--- config.mk ---
export PLATFORM = sky130hd
export DESIGN_NAME = rom_loader_top
export DESIGN_NICKNAME = d
export VERILOG_FILES = /design/src/rom_map_pkg.sv /design/src/board_cfg_pkg.sv /design/src/ioctl_region_decode.sv /design/src/control_mapper.sv /design/src/sdram_word_packer.sv /design/src/bram_rom_writer.sv /design/src/dipsw_bank.sv /design/src/download_monitor.sv /design/src/rom_loader_top.sv
export SDC_FILE = /design/constraint.sdc
export NUM_CORES = 1
export LEC_CHECK = 0
export CORE_MARGIN = 1
export CORE_UTILIZATION = 42
export DETAILED_ROUTE_END_ITERATION = 12
export DONT_BUFFER_PORTS = 1
export PLACE_DENSITY = 0.64
export REMOVE_ABC_BUFFERS = 1
export SYNTH_ARGS = -nofsm -noshare
export SYNTH_HDL_FRONTEND = slang
export SYNTH_SLANG_ARGS = --single-unit
--- constraint.sdc ---
create_clock -name i_EMU_MCLK -period 4.9 [get_ports i_EMU_MCLK]
set_input_delay 0 -clock i_EMU_MCLK [delete_from_list [all_inputs] [get_ports i_EMU_MCLK]]
set_output_delay 0 -clock i_EMU_MCLK [all_outputs]
set_load 0.01 [all_outputs]
--- src/rom_map_pkg.sv ---
////////////////////////////////////////////////////////////////////////////
// download-side types, index codes and chip-select codes of the loader
////////////////////////////////////////////////////////////////////////////

package rom_map_pkg;

    // host download port
    typedef logic [15:0] ioctl_index_t;
    typedef logic [26:0] ioctl_addr_t;
    typedef logic [7:0]  byte_t;

    // sdram program port
    typedef logic [15:0] sdram_word_t;
    typedef logic [1:0]  sdram_bank_t;

    // active-low selects: sound, bg tiles, fg tiles, sequencer, gray lut
    typedef logic [4:0]  bram_cs_t;

    localparam ioctl_index_t IDX_ROM   = 16'd0;
    localparam ioctl_index_t IDX_DIPSW = 16'd254;

    localparam int SDRAM_ADDR_W_DEF = 22;
    localparam int BRAM_ADDR_W_DEF  = 17;

    // byte address bit 17 picks the sdram bank and splits bg tiles off
    localparam int ADDR_BANK_BIT = 17;

    localparam bram_cs_t CS_NONE  = 5'b11111;
    localparam bram_cs_t CS_SOUND = 5'b01111;
    localparam bram_cs_t CS_TMBG  = 5'b10111;
    localparam bram_cs_t CS_TMFG  = 5'b11011;
    localparam bram_cs_t CS_SEQ   = 5'b11101;
    localparam bram_cs_t CS_GRAY  = 5'b11110;

    typedef enum logic {
        pk_idle,
        pk_busy
    } pack_state_t;

endpackage

--- src/board_cfg_pkg.sv ---
////////////////////////////////////////////////////////////////////////////
// board-side types, joystick bit positions and dip switch defaults
////////////////////////////////////////////////////////////////////////////

package board_cfg_pkg;

    typedef logic [15:0] joy_t;
    typedef logic [7:0]  btn_t;
    typedef logic [7:0]  dipsw_t;

    // host joystick word layout
    localparam int JOY_RIGHT   = 0;
    localparam int JOY_LEFT    = 1;
    localparam int JOY_DOWN    = 2;
    localparam int JOY_UP      = 3;
    localparam int JOY_ATTACK  = 4;
    localparam int JOY_JUMP    = 5;
    localparam int JOY_TEST    = 6;
    localparam int JOY_SERVICE = 7;
    localparam int JOY_COIN    = 8;
    localparam int JOY_START   = 9;

    // switch 1: 3 lives, demo sound on, upright, normal, no flip
    localparam dipsw_t DIPSW1_DEF = 8'hEF;
    // switch 2: 1 coin 1 play on both slots, invincibility off
    localparam dipsw_t DIPSW2_DEF = 8'hFF;

endpackage

--- src/ioctl_region_decode.sv ---
////////////////////////////////////////////////////////////////////////////
// download decoder, sorts each host byte into sdram, bram or dip region
////////////////////////////////////////////////////////////////////////////

module ioctl_region_decode #(
    parameter int BRAM_ADDR_W = rom_map_pkg::BRAM_ADDR_W_DEF
) (
    input  logic                     i_EMU_MCLK,
    input  logic                     i_EMU_INITRST,
    input  logic                     i_download_done,
    input  rom_map_pkg::ioctl_index_t i_ioctl_index,
    input  rom_map_pkg::ioctl_addr_t  i_ioctl_addr,
    input  logic                     i_ioctl_wr,
    input  logic                     i_packer_busy,
    output logic                     o_sdram_en,
    output logic                     o_bram_en,
    output logic                     o_dipsw_en,
    output logic                     o_sdram_wr_stb,
    output logic                     o_bram_wr_stb,
    output logic                     o_dipsw_wr_stb
);
    import rom_map_pkg::*;

    // the bram window sits just above the bank bit
    localparam int SEL_BIT = BRAM_ADDR_W + 1;

    logic rom_idx;
    logic sdram_hit;
    logic bram_hit;
    logic dipsw_hit;

    assign rom_idx   = (i_ioctl_index == IDX_ROM);
    assign sdram_hit = rom_idx & ~i_ioctl_addr[SEL_BIT];
    assign bram_hit  = rom_idx & i_ioctl_addr[SEL_BIT];
    // only switch bytes 0 and 1 exist
    assign dipsw_hit = (i_ioctl_index == IDX_DIPSW) && (i_ioctl_addr[26:1] == '0);

    // strobes follow the current byte, sdram side held off while packing
    assign o_sdram_wr_stb = i_ioctl_wr & sdram_hit & ~i_packer_busy & ~i_download_done;
    assign o_bram_wr_stb  = i_ioctl_wr & bram_hit & ~i_download_done;
    assign o_dipsw_wr_stb = i_ioctl_wr & dipsw_hit & ~i_download_done;

    always_ff @(posedge i_EMU_MCLK) begin
        if (i_EMU_INITRST || i_download_done) begin
            o_sdram_en <= 1'b0;
            o_bram_en  <= 1'b0;
            o_dipsw_en <= 1'b0;
        end else begin
            o_sdram_en <= sdram_hit;
            o_bram_en  <= bram_hit;
            o_dipsw_en <= dipsw_hit;
        end
    end

    // the monitor counts on a single active region at any time
    a_one_region: assert property (@(posedge i_EMU_MCLK) disable iff (i_EMU_INITRST)
        $onehot0({o_sdram_en, o_bram_en, o_dipsw_en}));

endmodule

--- src/control_mapper.sv ---
////////////////////////////////////////////////////////////////////////////
// joystick mapper, host words to active-low board button bytes
////////////////////////////////////////////////////////////////////////////

module control_mapper (
    input  board_cfg_pkg::joy_t i_joystick0,
    input  board_cfg_pkg::joy_t i_joystick1,
    output board_cfg_pkg::btn_t o_sys_btn,
    output board_cfg_pkg::btn_t o_p1_btn,
    output board_cfg_pkg::btn_t o_p2_btn
);
    import board_cfg_pkg::*;

    // system byte, bits 2 and 3 unused on the board
    assign o_sys_btn[0] = ~i_joystick0[JOY_START];
    assign o_sys_btn[1] = ~i_joystick1[JOY_START];
    assign o_sys_btn[2] = 1'b1;
    assign o_sys_btn[3] = 1'b1;
    assign o_sys_btn[4] = ~i_joystick0[JOY_TEST];
    assign o_sys_btn[5] = ~i_joystick0[JOY_SERVICE];
    assign o_sys_btn[6] = ~i_joystick0[JOY_COIN];
    assign o_sys_btn[7] = ~i_joystick1[JOY_COIN];

    // player 1, jump below attack
    assign o_p1_btn[0] = ~i_joystick0[JOY_RIGHT];
    assign o_p1_btn[1] = ~i_joystick0[JOY_LEFT];
    assign o_p1_btn[2] = ~i_joystick0[JOY_DOWN];
    assign o_p1_btn[3] = ~i_joystick0[JOY_UP];
    assign o_p1_btn[4] = ~i_joystick0[JOY_JUMP];
    assign o_p1_btn[5] = ~i_joystick0[JOY_ATTACK];
    assign o_p1_btn[7:6] = 2'b11;

    // player 2 (cocktail), attack and jump swapped
    assign o_p2_btn[0] = ~i_joystick1[JOY_RIGHT];
    assign o_p2_btn[1] = ~i_joystick1[JOY_LEFT];
    assign o_p2_btn[2] = ~i_joystick1[JOY_DOWN];
    assign o_p2_btn[3] = ~i_joystick1[JOY_UP];
    assign o_p2_btn[4] = ~i_joystick1[JOY_ATTACK];
    assign o_p2_btn[5] = ~i_joystick1[JOY_JUMP];
    assign o_p2_btn[7:6] = 2'b11;

endmodule

--- src/sdram_word_packer.sv ---
////////////////////////////////////////////////////////////////////////////
// sdram word packer, byte pairs to 16-bit program writes with ack wait
////////////////////////////////////////////////////////////////////////////

module sdram_word_packer #(
    parameter int SDRAM_ADDR_W = rom_map_pkg::SDRAM_ADDR_W_DEF
) (
    input  logic                      i_EMU_MCLK,
    input  logic                      i_EMU_INITRST,
    input  logic                      i_download_done,
    input  logic                      i_wr_stb,
    input  rom_map_pkg::ioctl_addr_t  i_ioctl_addr,
    input  rom_map_pkg::byte_t        i_ioctl_data,
    input  logic                      i_sdram_init,
    input  logic                      i_sdram_prog_ack,
    output logic                      o_busy,
    output logic                      o_ioctl_wait,
    output logic                      o_sdram_prog_wr,
    output logic [SDRAM_ADDR_W-1:0]   o_sdram_prog_addr,
    output rom_map_pkg::sdram_bank_t  o_sdram_prog_ba,
    output rom_map_pkg::sdram_word_t  o_sdram_prog_data
);
    import rom_map_pkg::*;

    pack_state_t state;

    always_ff @(posedge i_EMU_MCLK) begin
        if (i_EMU_INITRST || i_download_done) begin
            state <= pk_idle;
        end else if (state == pk_idle) begin
            if (i_wr_stb && i_ioctl_addr[0]) begin
                state <= pk_busy;
            end
        end else if (i_sdram_prog_ack) begin
            state <= pk_idle;
        end
    end

    // even byte is the upper half, odd byte completes the word
    always_ff @(posedge i_EMU_MCLK) begin
        if (state == pk_idle && i_wr_stb) begin
            if (!i_ioctl_addr[0]) begin
                o_sdram_prog_data[15:8] <= i_ioctl_data;
            end else begin
                o_sdram_prog_data[7:0] <= i_ioctl_data;
                o_sdram_prog_addr      <= SDRAM_ADDR_W'(i_ioctl_addr[16:1]);
                o_sdram_prog_ba        <= {1'b0, i_ioctl_addr[ADDR_BANK_BIT]};
            end
        end
    end

    assign o_busy          = (state == pk_busy);
    assign o_sdram_prog_wr = o_busy;
    assign o_ioctl_wait    = o_busy | i_sdram_init;

    // request must not drop before the controller takes it
    a_req_hold: assert property (@(posedge i_EMU_MCLK)
        disable iff (i_EMU_INITRST || i_download_done)
        o_sdram_prog_wr && !i_sdram_prog_ack |=> o_sdram_prog_wr);

endmodule

--- src/bram_rom_writer.sv ---
////////////////////////////////////////////////////////////////////////////
// on-chip rom writer, registers each byte with its decoded chip select
////////////////////////////////////////////////////////////////////////////

module bram_rom_writer #(
    parameter int BRAM_ADDR_W = rom_map_pkg::BRAM_ADDR_W_DEF
) (
    input  logic                     i_EMU_MCLK,
    input  logic                     i_EMU_INITRST,
    input  logic                     i_download_done,
    input  logic                     i_wr_stb,
    input  rom_map_pkg::ioctl_addr_t i_ioctl_addr,
    input  rom_map_pkg::byte_t       i_ioctl_data,
    output logic [BRAM_ADDR_W-1:0]   o_bram_addr,
    output rom_map_pkg::byte_t       o_bram_data,
    output logic                     o_bram_wr_n,
    output rom_map_pkg::bram_cs_t    o_bram_cs_n
);
    import rom_map_pkg::*;

    bram_cs_t cs_sel;

    // bank bit low is all background tiles, the rest splits on 16..15
    always_comb begin
        cs_sel = CS_NONE;
        if (!i_ioctl_addr[ADDR_BANK_BIT]) begin
            cs_sel = CS_TMBG;
        end else begin
            case (i_ioctl_addr[16:15])
                2'b00: cs_sel = CS_TMFG;
                2'b01: cs_sel = CS_SOUND;
                2'b10: begin
                    if (!i_ioctl_addr[10]) begin
                        cs_sel = CS_SEQ;
                    end else if (i_ioctl_addr[10:9] == 2'b10) begin
                        cs_sel = CS_GRAY;
                    end
                end
                default: cs_sel = CS_NONE;
            endcase
        end
    end

    always_ff @(posedge i_EMU_MCLK) begin
        if (i_EMU_INITRST || i_download_done) begin
            o_bram_wr_n <= 1'b1;
            o_bram_cs_n <= CS_NONE;
        end else begin
            o_bram_wr_n <= ~i_wr_stb;
            if (i_wr_stb) begin
                o_bram_cs_n <= cs_sel;
            end
        end
    end

    // address and data need no clear, wr_n qualifies them
    always_ff @(posedge i_EMU_MCLK) begin
        if (i_wr_stb) begin
            o_bram_addr <= i_ioctl_addr[BRAM_ADDR_W-1:0];
            o_bram_data <= i_ioctl_data;
        end
    end

    // a write strobe with low wr_n must land in at most one rom
    a_one_cs: assert property (@(posedge i_EMU_MCLK) disable iff (i_EMU_INITRST)
        !o_bram_wr_n |-> $countones(~o_bram_cs_n) <= 1);

endmodule

--- src/dipsw_bank.sv ---
////////////////////////////////////////////////////////////////////////////
// dip switch bank, two bytes loaded from the host download
////////////////////////////////////////////////////////////////////////////

module dipsw_bank (
    input  logic                  i_EMU_MCLK,
    input  logic                  i_EMU_INITRST,
    input  logic                  i_wr_stb,
    input  logic                  i_addr_lsb,
    input  rom_map_pkg::byte_t    i_ioctl_data,
    output board_cfg_pkg::dipsw_t o_dipsw1,
    output board_cfg_pkg::dipsw_t o_dipsw2
);
    import board_cfg_pkg::*;

    // values stay put after the download finishes
    always_ff @(posedge i_EMU_MCLK) begin
        if (i_EMU_INITRST) begin
            o_dipsw1 <= DIPSW1_DEF;
            o_dipsw2 <= DIPSW2_DEF;
        end else if (i_wr_stb) begin
            if (!i_addr_lsb) begin
                o_dipsw1 <= i_ioctl_data;
            end else begin
                o_dipsw2 <= i_ioctl_data;
            end
        end
    end

endmodule

--- src/download_monitor.sv ---
////////////////////////////////////////////////////////////////////////////
// download monitor, raises done once every region was entered and left
////////////////////////////////////////////////////////////////////////////

module download_monitor (
    input  logic i_EMU_MCLK,
    input  logic i_EMU_INITRST,
    input  logic i_sdram_en,
    input  logic i_bram_en,
    input  logic i_dipsw_en,
    output logic o_download_done
);
    // bit order is sdram, bram, dip in every vector
    logic [2:0] en_now;
    logic [2:0] en_dly;
    logic [2:0] left_flags;
    logic [2:0] fall;

    assign en_now = {i_sdram_en, i_bram_en, i_dipsw_en};
    assign fall   = en_dly & ~en_now;

    always_ff @(posedge i_EMU_MCLK) begin
        if (i_EMU_INITRST) begin
            en_dly          <= 3'b000;
            left_flags      <= 3'b000;
            o_download_done <= 1'b0;
        end else begin
            en_dly          <= en_now;
            // a region counts once it has been left
            left_flags      <= left_flags | fall;
            o_download_done <= &left_flags;
        end
    end

endmodule

--- src/rom_loader_top.sv ---
////////////////////////////////////////////////////////////////////////////
// rom loader top, host download routing and joystick mapping
////////////////////////////////////////////////////////////////////////////

module rom_loader_top #(
    parameter int SDRAM_ADDR_W = rom_map_pkg::SDRAM_ADDR_W_DEF,
    parameter int BRAM_ADDR_W  = rom_map_pkg::BRAM_ADDR_W_DEF
) (
    input  logic                      i_EMU_MCLK,
    input  logic                      i_EMU_INITRST,
    // host download port
    input  rom_map_pkg::ioctl_index_t i_ioctl_index,
    input  rom_map_pkg::ioctl_addr_t  i_ioctl_addr,
    input  rom_map_pkg::byte_t        i_ioctl_data,
    input  logic                      i_ioctl_wr,
    output logic                      o_ioctl_wait,
    // sdram program port
    input  logic                      i_sdram_init,
    input  logic                      i_sdram_prog_ack,
    output logic                      o_sdram_prog_en,
    output logic                      o_sdram_prog_wr,
    output logic [SDRAM_ADDR_W-1:0]   o_sdram_prog_addr,
    output rom_map_pkg::sdram_bank_t  o_sdram_prog_ba,
    output rom_map_pkg::sdram_word_t  o_sdram_prog_data,
    // on-chip rom port
    output logic [BRAM_ADDR_W-1:0]    o_bram_addr,
    output rom_map_pkg::byte_t        o_bram_data,
    output logic                      o_bram_wr_n,
    output rom_map_pkg::bram_cs_t     o_bram_cs_n,
    output board_cfg_pkg::dipsw_t     o_dipsw1,
    output board_cfg_pkg::dipsw_t     o_dipsw2,
    output logic                      o_download_done,
    // controls
    input  board_cfg_pkg::joy_t       i_joystick0,
    input  board_cfg_pkg::joy_t       i_joystick1,
    output board_cfg_pkg::btn_t       o_sys_btn,
    output board_cfg_pkg::btn_t       o_p1_btn,
    output board_cfg_pkg::btn_t       o_p2_btn
);
    logic bram_en;
    logic dipsw_en;
    logic sdram_wr_stb;
    logic bram_wr_stb;
    logic dipsw_wr_stb;
    logic packer_busy;

    ////////////////////////////////////////////////////////////////////////////
    // input side

    ioctl_region_decode #(.BRAM_ADDR_W(BRAM_ADDR_W)) u_decode (
        .i_EMU_MCLK      (i_EMU_MCLK),
        .i_EMU_INITRST   (i_EMU_INITRST),
        .i_download_done (o_download_done),
        .i_ioctl_index   (i_ioctl_index),
        .i_ioctl_addr    (i_ioctl_addr),
        .i_ioctl_wr      (i_ioctl_wr),
        .i_packer_busy   (packer_busy),
        .o_sdram_en      (o_sdram_prog_en),
        .o_bram_en       (bram_en),
        .o_dipsw_en      (dipsw_en),
        .o_sdram_wr_stb  (sdram_wr_stb),
        .o_bram_wr_stb   (bram_wr_stb),
        .o_dipsw_wr_stb  (dipsw_wr_stb)
    );

    control_mapper u_ctrl (
        .i_joystick0 (i_joystick0),
        .i_joystick1 (i_joystick1),
        .o_sys_btn   (o_sys_btn),
        .o_p1_btn    (o_p1_btn),
        .o_p2_btn    (o_p2_btn)
    );

    ////////////////////////////////////////////////////////////////////////////
    // targets

    sdram_word_packer #(.SDRAM_ADDR_W(SDRAM_ADDR_W)) u_packer (
        .i_EMU_MCLK        (i_EMU_MCLK),
        .i_EMU_INITRST     (i_EMU_INITRST),
        .i_download_done   (o_download_done),
        .i_wr_stb          (sdram_wr_stb),
        .i_ioctl_addr      (i_ioctl_addr),
        .i_ioctl_data      (i_ioctl_data),
        .i_sdram_init      (i_sdram_init),
        .i_sdram_prog_ack  (i_sdram_prog_ack),
        .o_busy            (packer_busy),
        .o_ioctl_wait      (o_ioctl_wait),
        .o_sdram_prog_wr   (o_sdram_prog_wr),
        .o_sdram_prog_addr (o_sdram_prog_addr),
        .o_sdram_prog_ba   (o_sdram_prog_ba),
        .o_sdram_prog_data (o_sdram_prog_data)
    );

    bram_rom_writer #(.BRAM_ADDR_W(BRAM_ADDR_W)) u_bram (
        .i_EMU_MCLK      (i_EMU_MCLK),
        .i_EMU_INITRST   (i_EMU_INITRST),
        .i_download_done (o_download_done),
        .i_wr_stb        (bram_wr_stb),
        .i_ioctl_addr    (i_ioctl_addr),
        .i_ioctl_data    (i_ioctl_data),
        .o_bram_addr     (o_bram_addr),
        .o_bram_data     (o_bram_data),
        .o_bram_wr_n     (o_bram_wr_n),
        .o_bram_cs_n     (o_bram_cs_n)
    );

    dipsw_bank u_dipsw (
        .i_EMU_MCLK    (i_EMU_MCLK),
        .i_EMU_INITRST (i_EMU_INITRST),
        .i_wr_stb      (dipsw_wr_stb),
        .i_addr_lsb    (i_ioctl_addr[0]),
        .i_ioctl_data  (i_ioctl_data),
        .o_dipsw1      (o_dipsw1),
        .o_dipsw2      (o_dipsw2)
    );

    ////////////////////////////////////////////////////////////////////////////
    // output side

    download_monitor u_monitor (
        .i_EMU_MCLK      (i_EMU_MCLK),
        .i_EMU_INITRST   (i_EMU_INITRST),
        .i_sdram_en      (o_sdram_prog_en),
        .i_bram_en       (bram_en),
        .i_dipsw_en      (dipsw_en),
        .o_download_done (o_download_done)
    );

endmodule

==> key figures <==
Layout
  • Layout area overhead: 17.5%
  • Fillers: approximately 650
  • Final instance area: 0.00393 mm^2
  • NumNets Final: ~370
  • N_diodes: 0
  • Fraction of layout cells with a size suffix above 1: 9.57%

Timing
  • Final Cycle Share: between 30% and 40%
  • Final Setup Violations: 0
  • Final setup TNS: 0 ns
  • Least-Margin Pin Slew: approximately 1.1 ns
  • Final Max Tran Viols: 0
  • Final hold vios: 0
  • Clock Skews: ~0.013 ns
  • Hold WS: between 0.02 and 0.025 ns
  • F_max: between 500 and 600 MHz
  • Max_slew headroom: 26.6%
  • Minimum clock period: about 1.8 ns
  • Unrepaired setup endpoints after global routing: false

Worst hold path
  • Hold Path Stages: 4
  • Hold Path End: u_decode.o_dipsw_en
  • Worst Hold Launch: i_ioctl_index[12]
  • Hold crit path type: in -> reg

Worst setup path
  • Worst EP required: between 5 and 6 ns
  • Crit. End Element: flip-flop
  • Setup CP Type: reg -> reg
  • Worst-path cell chain: nor2b_1 -> nand4b_1 -> nor4_4 -> mux2i_1
  • Flop-to-flop setup slack: 3.07 ns
  • Bufs and invs on worst path: 0
  • FF-to-FF End: u_dipsw.o_dipsw1[7]
  • Worst path top cell family by delay: simple AND/OR/NAND/NOR gates
  • Worst Reg2Reg Path Length in Cells: 4
  • Arrival @ worst endpoint: ~2.1 ns
  • CP Launch Type: flip-flop
  • CP max-delay cell: nor4_4
  • Worst-path fanout max: 8
  • RR Startpoint: u_monitor.o_download_done
  • Critical path's largest stage delay: slightly above 0.6 ns
  • Crit path from: u_monitor.o_download_done

Clock network
  • CTS sink count: 91
  • Worst-case clock buffer depth: 2
  • CTS Buf Count: 9
  • CTS root buf: clkbuf_8
  • CTS tree: yes
  • Clock-pin slew on the worst setup and hold paths: roughly 0.08 ns
  • Htree depth: 3
  • Skew-Pair Late Insertion Delay: between 0.3 and 0.4 ns

Drt
  • Routed WL per cell: ~19 um
  • Met2 wire len: between 3 and 4 mm
  • M1 WL: between 2 and 3 mm
  • Top Metal Used: met4
  • WL met3: a little under 600 um
  • Routed vias: ~2000
  • Initial DRC count: 68
  • Drt drc: 2
  • 1st-pass router iterations: 10
  • Routed Antenna Nets: 0
  • Routed vias/inst: between 5 and 6
  • Final wirelength: between 7 and 8 mm

Floorplan
  • IO Pins: a little over 200
  • Initial core utilization: between 40 and 50%
  • Num rows: 32
  • Die area: around 0.0083 mm^2
  • Core Area: between 0.007 and 0.008 mm^2
  • Die Y: between 90 and 100 um
  • Die width: 91.3 um

Logic synthesis
  • Share of the synthesized area in the top cell type: 52.1%
  • Cells after synthesis: approximately 240
  • Netlist Area Pre-Place: ~0.0033 mm^2
  • Number of synthesized flops with an enable pin: 58
  • Async SR Flop Fraction: 0%
  • Synth warn: 0
  • Cell taking the most area after synthesis: edfxtp_1
  • Seq/Total Area, Yosys: 71.8%
  • Syn Area/Cell: 13.9 um^2
  • Yosys reg bits: 91
  • Most common cell in the netlist: edfxtp_1
  • Top FF cell, synth: edfxtp_1
  • Synth area leaders: edfxtp_1 (52%), dfxtp_1 (20%), mux2i_1 (6.3%), nor2_1 (4.7%), buf_4 (2.9%)
  • Yosys cell types: 31
  • Synth top cells by count: edfxtp_1 (58), nor2_1 (42), dfxtp_1 (33)

Outcome
  • Failing checks: design-rule violations
  • Status: finished with violations

Power and ir drop
  • Switching portion of total power: a little over a fifth
  • Comb pwr share: around 4.1%
  • Reg power frac: between 50% and 60%
  • Power share of the clock group: between 30% and 40%
  • Leak: between 0.001 and 0.0015 uW
  • Psw: approximately 300 uW
  • Pwr/cell area: 354 mW/mm^2
  • Max rail drop VDD: roughly 0.13 mV
  • Int Power: between 1000 and 1500 uW

Placement
  • DP HPWL: 4.87 mm
  • Area post-placement: 0.00342 mm^2
  • Port Buffer Count: 0
  • GP Congestion: about 0.78

Global route
  • GRT Total Usage: between 10% and 20%
  • Initial antenna violation count: 0
  • GRT overflow: 0
  • Vias in the first global route: 1930
  • Largest net degree at the start of global routing: 35
  • First-pass GRT wire length: approximately 11 mm

Flow run
  • Max Cap Viol: 0
-- metrics by stage --
step / std cells / total power, uW / util (%) / setup slack (ns)
after global routing: 384 / 1440 / 50.9 / 2.84
final: 384 / 1390 / 50.9 / 3.07
after detailed placement: 339 / 857 / 44.3 / 3.01
after global placement: 339 / 857 / 44.3 / 3.03
after floorplan: 234 / 854 / - / 2.39
after CTS: 384 / 1410 / 50.9 / 3.01
-- registers in the layout (all words and copies together), names as in the netlist --
name                        count
u_bram.o_bram_addr             17
u_packer.o_sdram_prog_addr     16
u_bram.o_bram_cs_n              5
u_decode.o_bram_en              1
u_packer.o_busy                 1
u_packer.o_sdram_prog_data     16
u_monitor.left_flags            3
u_bram.o_bram_data              8
u_bram.o_bram_wr_n              1
u_dipsw.o_dipsw1                8
u_monitor.en_dly                3
u_monitor.o_download_done       1
u_dipsw.o_dipsw2                8
u_packer.o_sdram_prog_ba        1
u_decode.o_sdram_en             1
u_decode.o_dipsw_en             1
-- metal layers --
layer / track usage, % / up-vias
met4: 10.7 / 0
met5: 0 / -
met2: 27.8 / 112
met3: 6.53 / 16
li1: - / 889
met1: 20.1 / 950
-- power by group through the flow --
| stage | sequential (uW) | combinational (uW) | clock (uW) |
|---|---|---|---|
| global route | 813 | 62.1 | 563 |
| CTS | 812 | 57.4 | 535 |
| global placement | 831 | 26.5 | 0 |
| detailed placement | 831 | 26.6 | 0 |
| floorplan | 831 | 23.7 | 0 |
| finish | 812 | 57.3 | 522 |
-- logic make-up (layout without fill, tap and decap cells) --
kind of cell | count (synthesis) | after routing | synth area share, %
buf+inv | 39 | 69 | 5.83
flops | 91 | 91 | 71.8
compound gates | 4 | 4 | 0.673
mux | 21 | 21 | 6.28
other cells | 2 | 13 | 0.224
simple gates | 84 | 84 | 15.2
-- tightest hold or removal path, cell delays in order --
cell	delay, ns
nor4_4	0.02
nand3_4	0.13
or4_1	0.14
nor2_1	0.03
-- layout by cell type (no fill, tap or decap), types with 4 or more instances in the layout --
cell           netlist  layout
nor4_1               5       5
dfxtp_1             33      33
nor2_1              42      41
dlygate4sd3_1        0      29
edfxtp_1            58      58
mux2i_1             21      21
conb_1               2      13
clkbuf_8             0      10
inv_1               21      21
nand2_1              5       5
nor3_1               4       4
-- layout make-up --
class | instances | area (um^2) | share of cell area, %
Sequential cell | 91 | 2400 | 61.1
Multi-Input combinational cell | 122 | 792 | 20.2
Timing Repair Buffer | 32 | 313 | 7.96
Clock buffer | 13 | 191 | 4.87
Tap cell | 102 | 128 | 3.25
Inverter | 21 | 78.8 | 2.01
Clock inverter | 3 | 25.0 | 0.637
-- what timing repair did --
item	4_1_cts	5_1_grt
endpoints found under the hold margin	96	0
gates resized for setup	0	0
hold buffers	29	0
buffers inserted	0	0
-- how the worst max path moves through the flow --
| stage | to | cells after the start |
|---|---|---|
| final | u_dipsw.o_dipsw1[7] | 4 |
| after global routing | u_dipsw.o_dipsw1[5] | 4 |
| after global placement | u_packer.o_sdram_prog_data[14] | 5 |
| after CTS | u_dipsw.o_dipsw1[7] | 4 |
| after detailed placement | u_packer.o_sdram_prog_data[1] | 5 |
| after floorplan | u_packer.o_sdram_prog_addr[0] | 4 |
(Power assumes the default switching activity.)
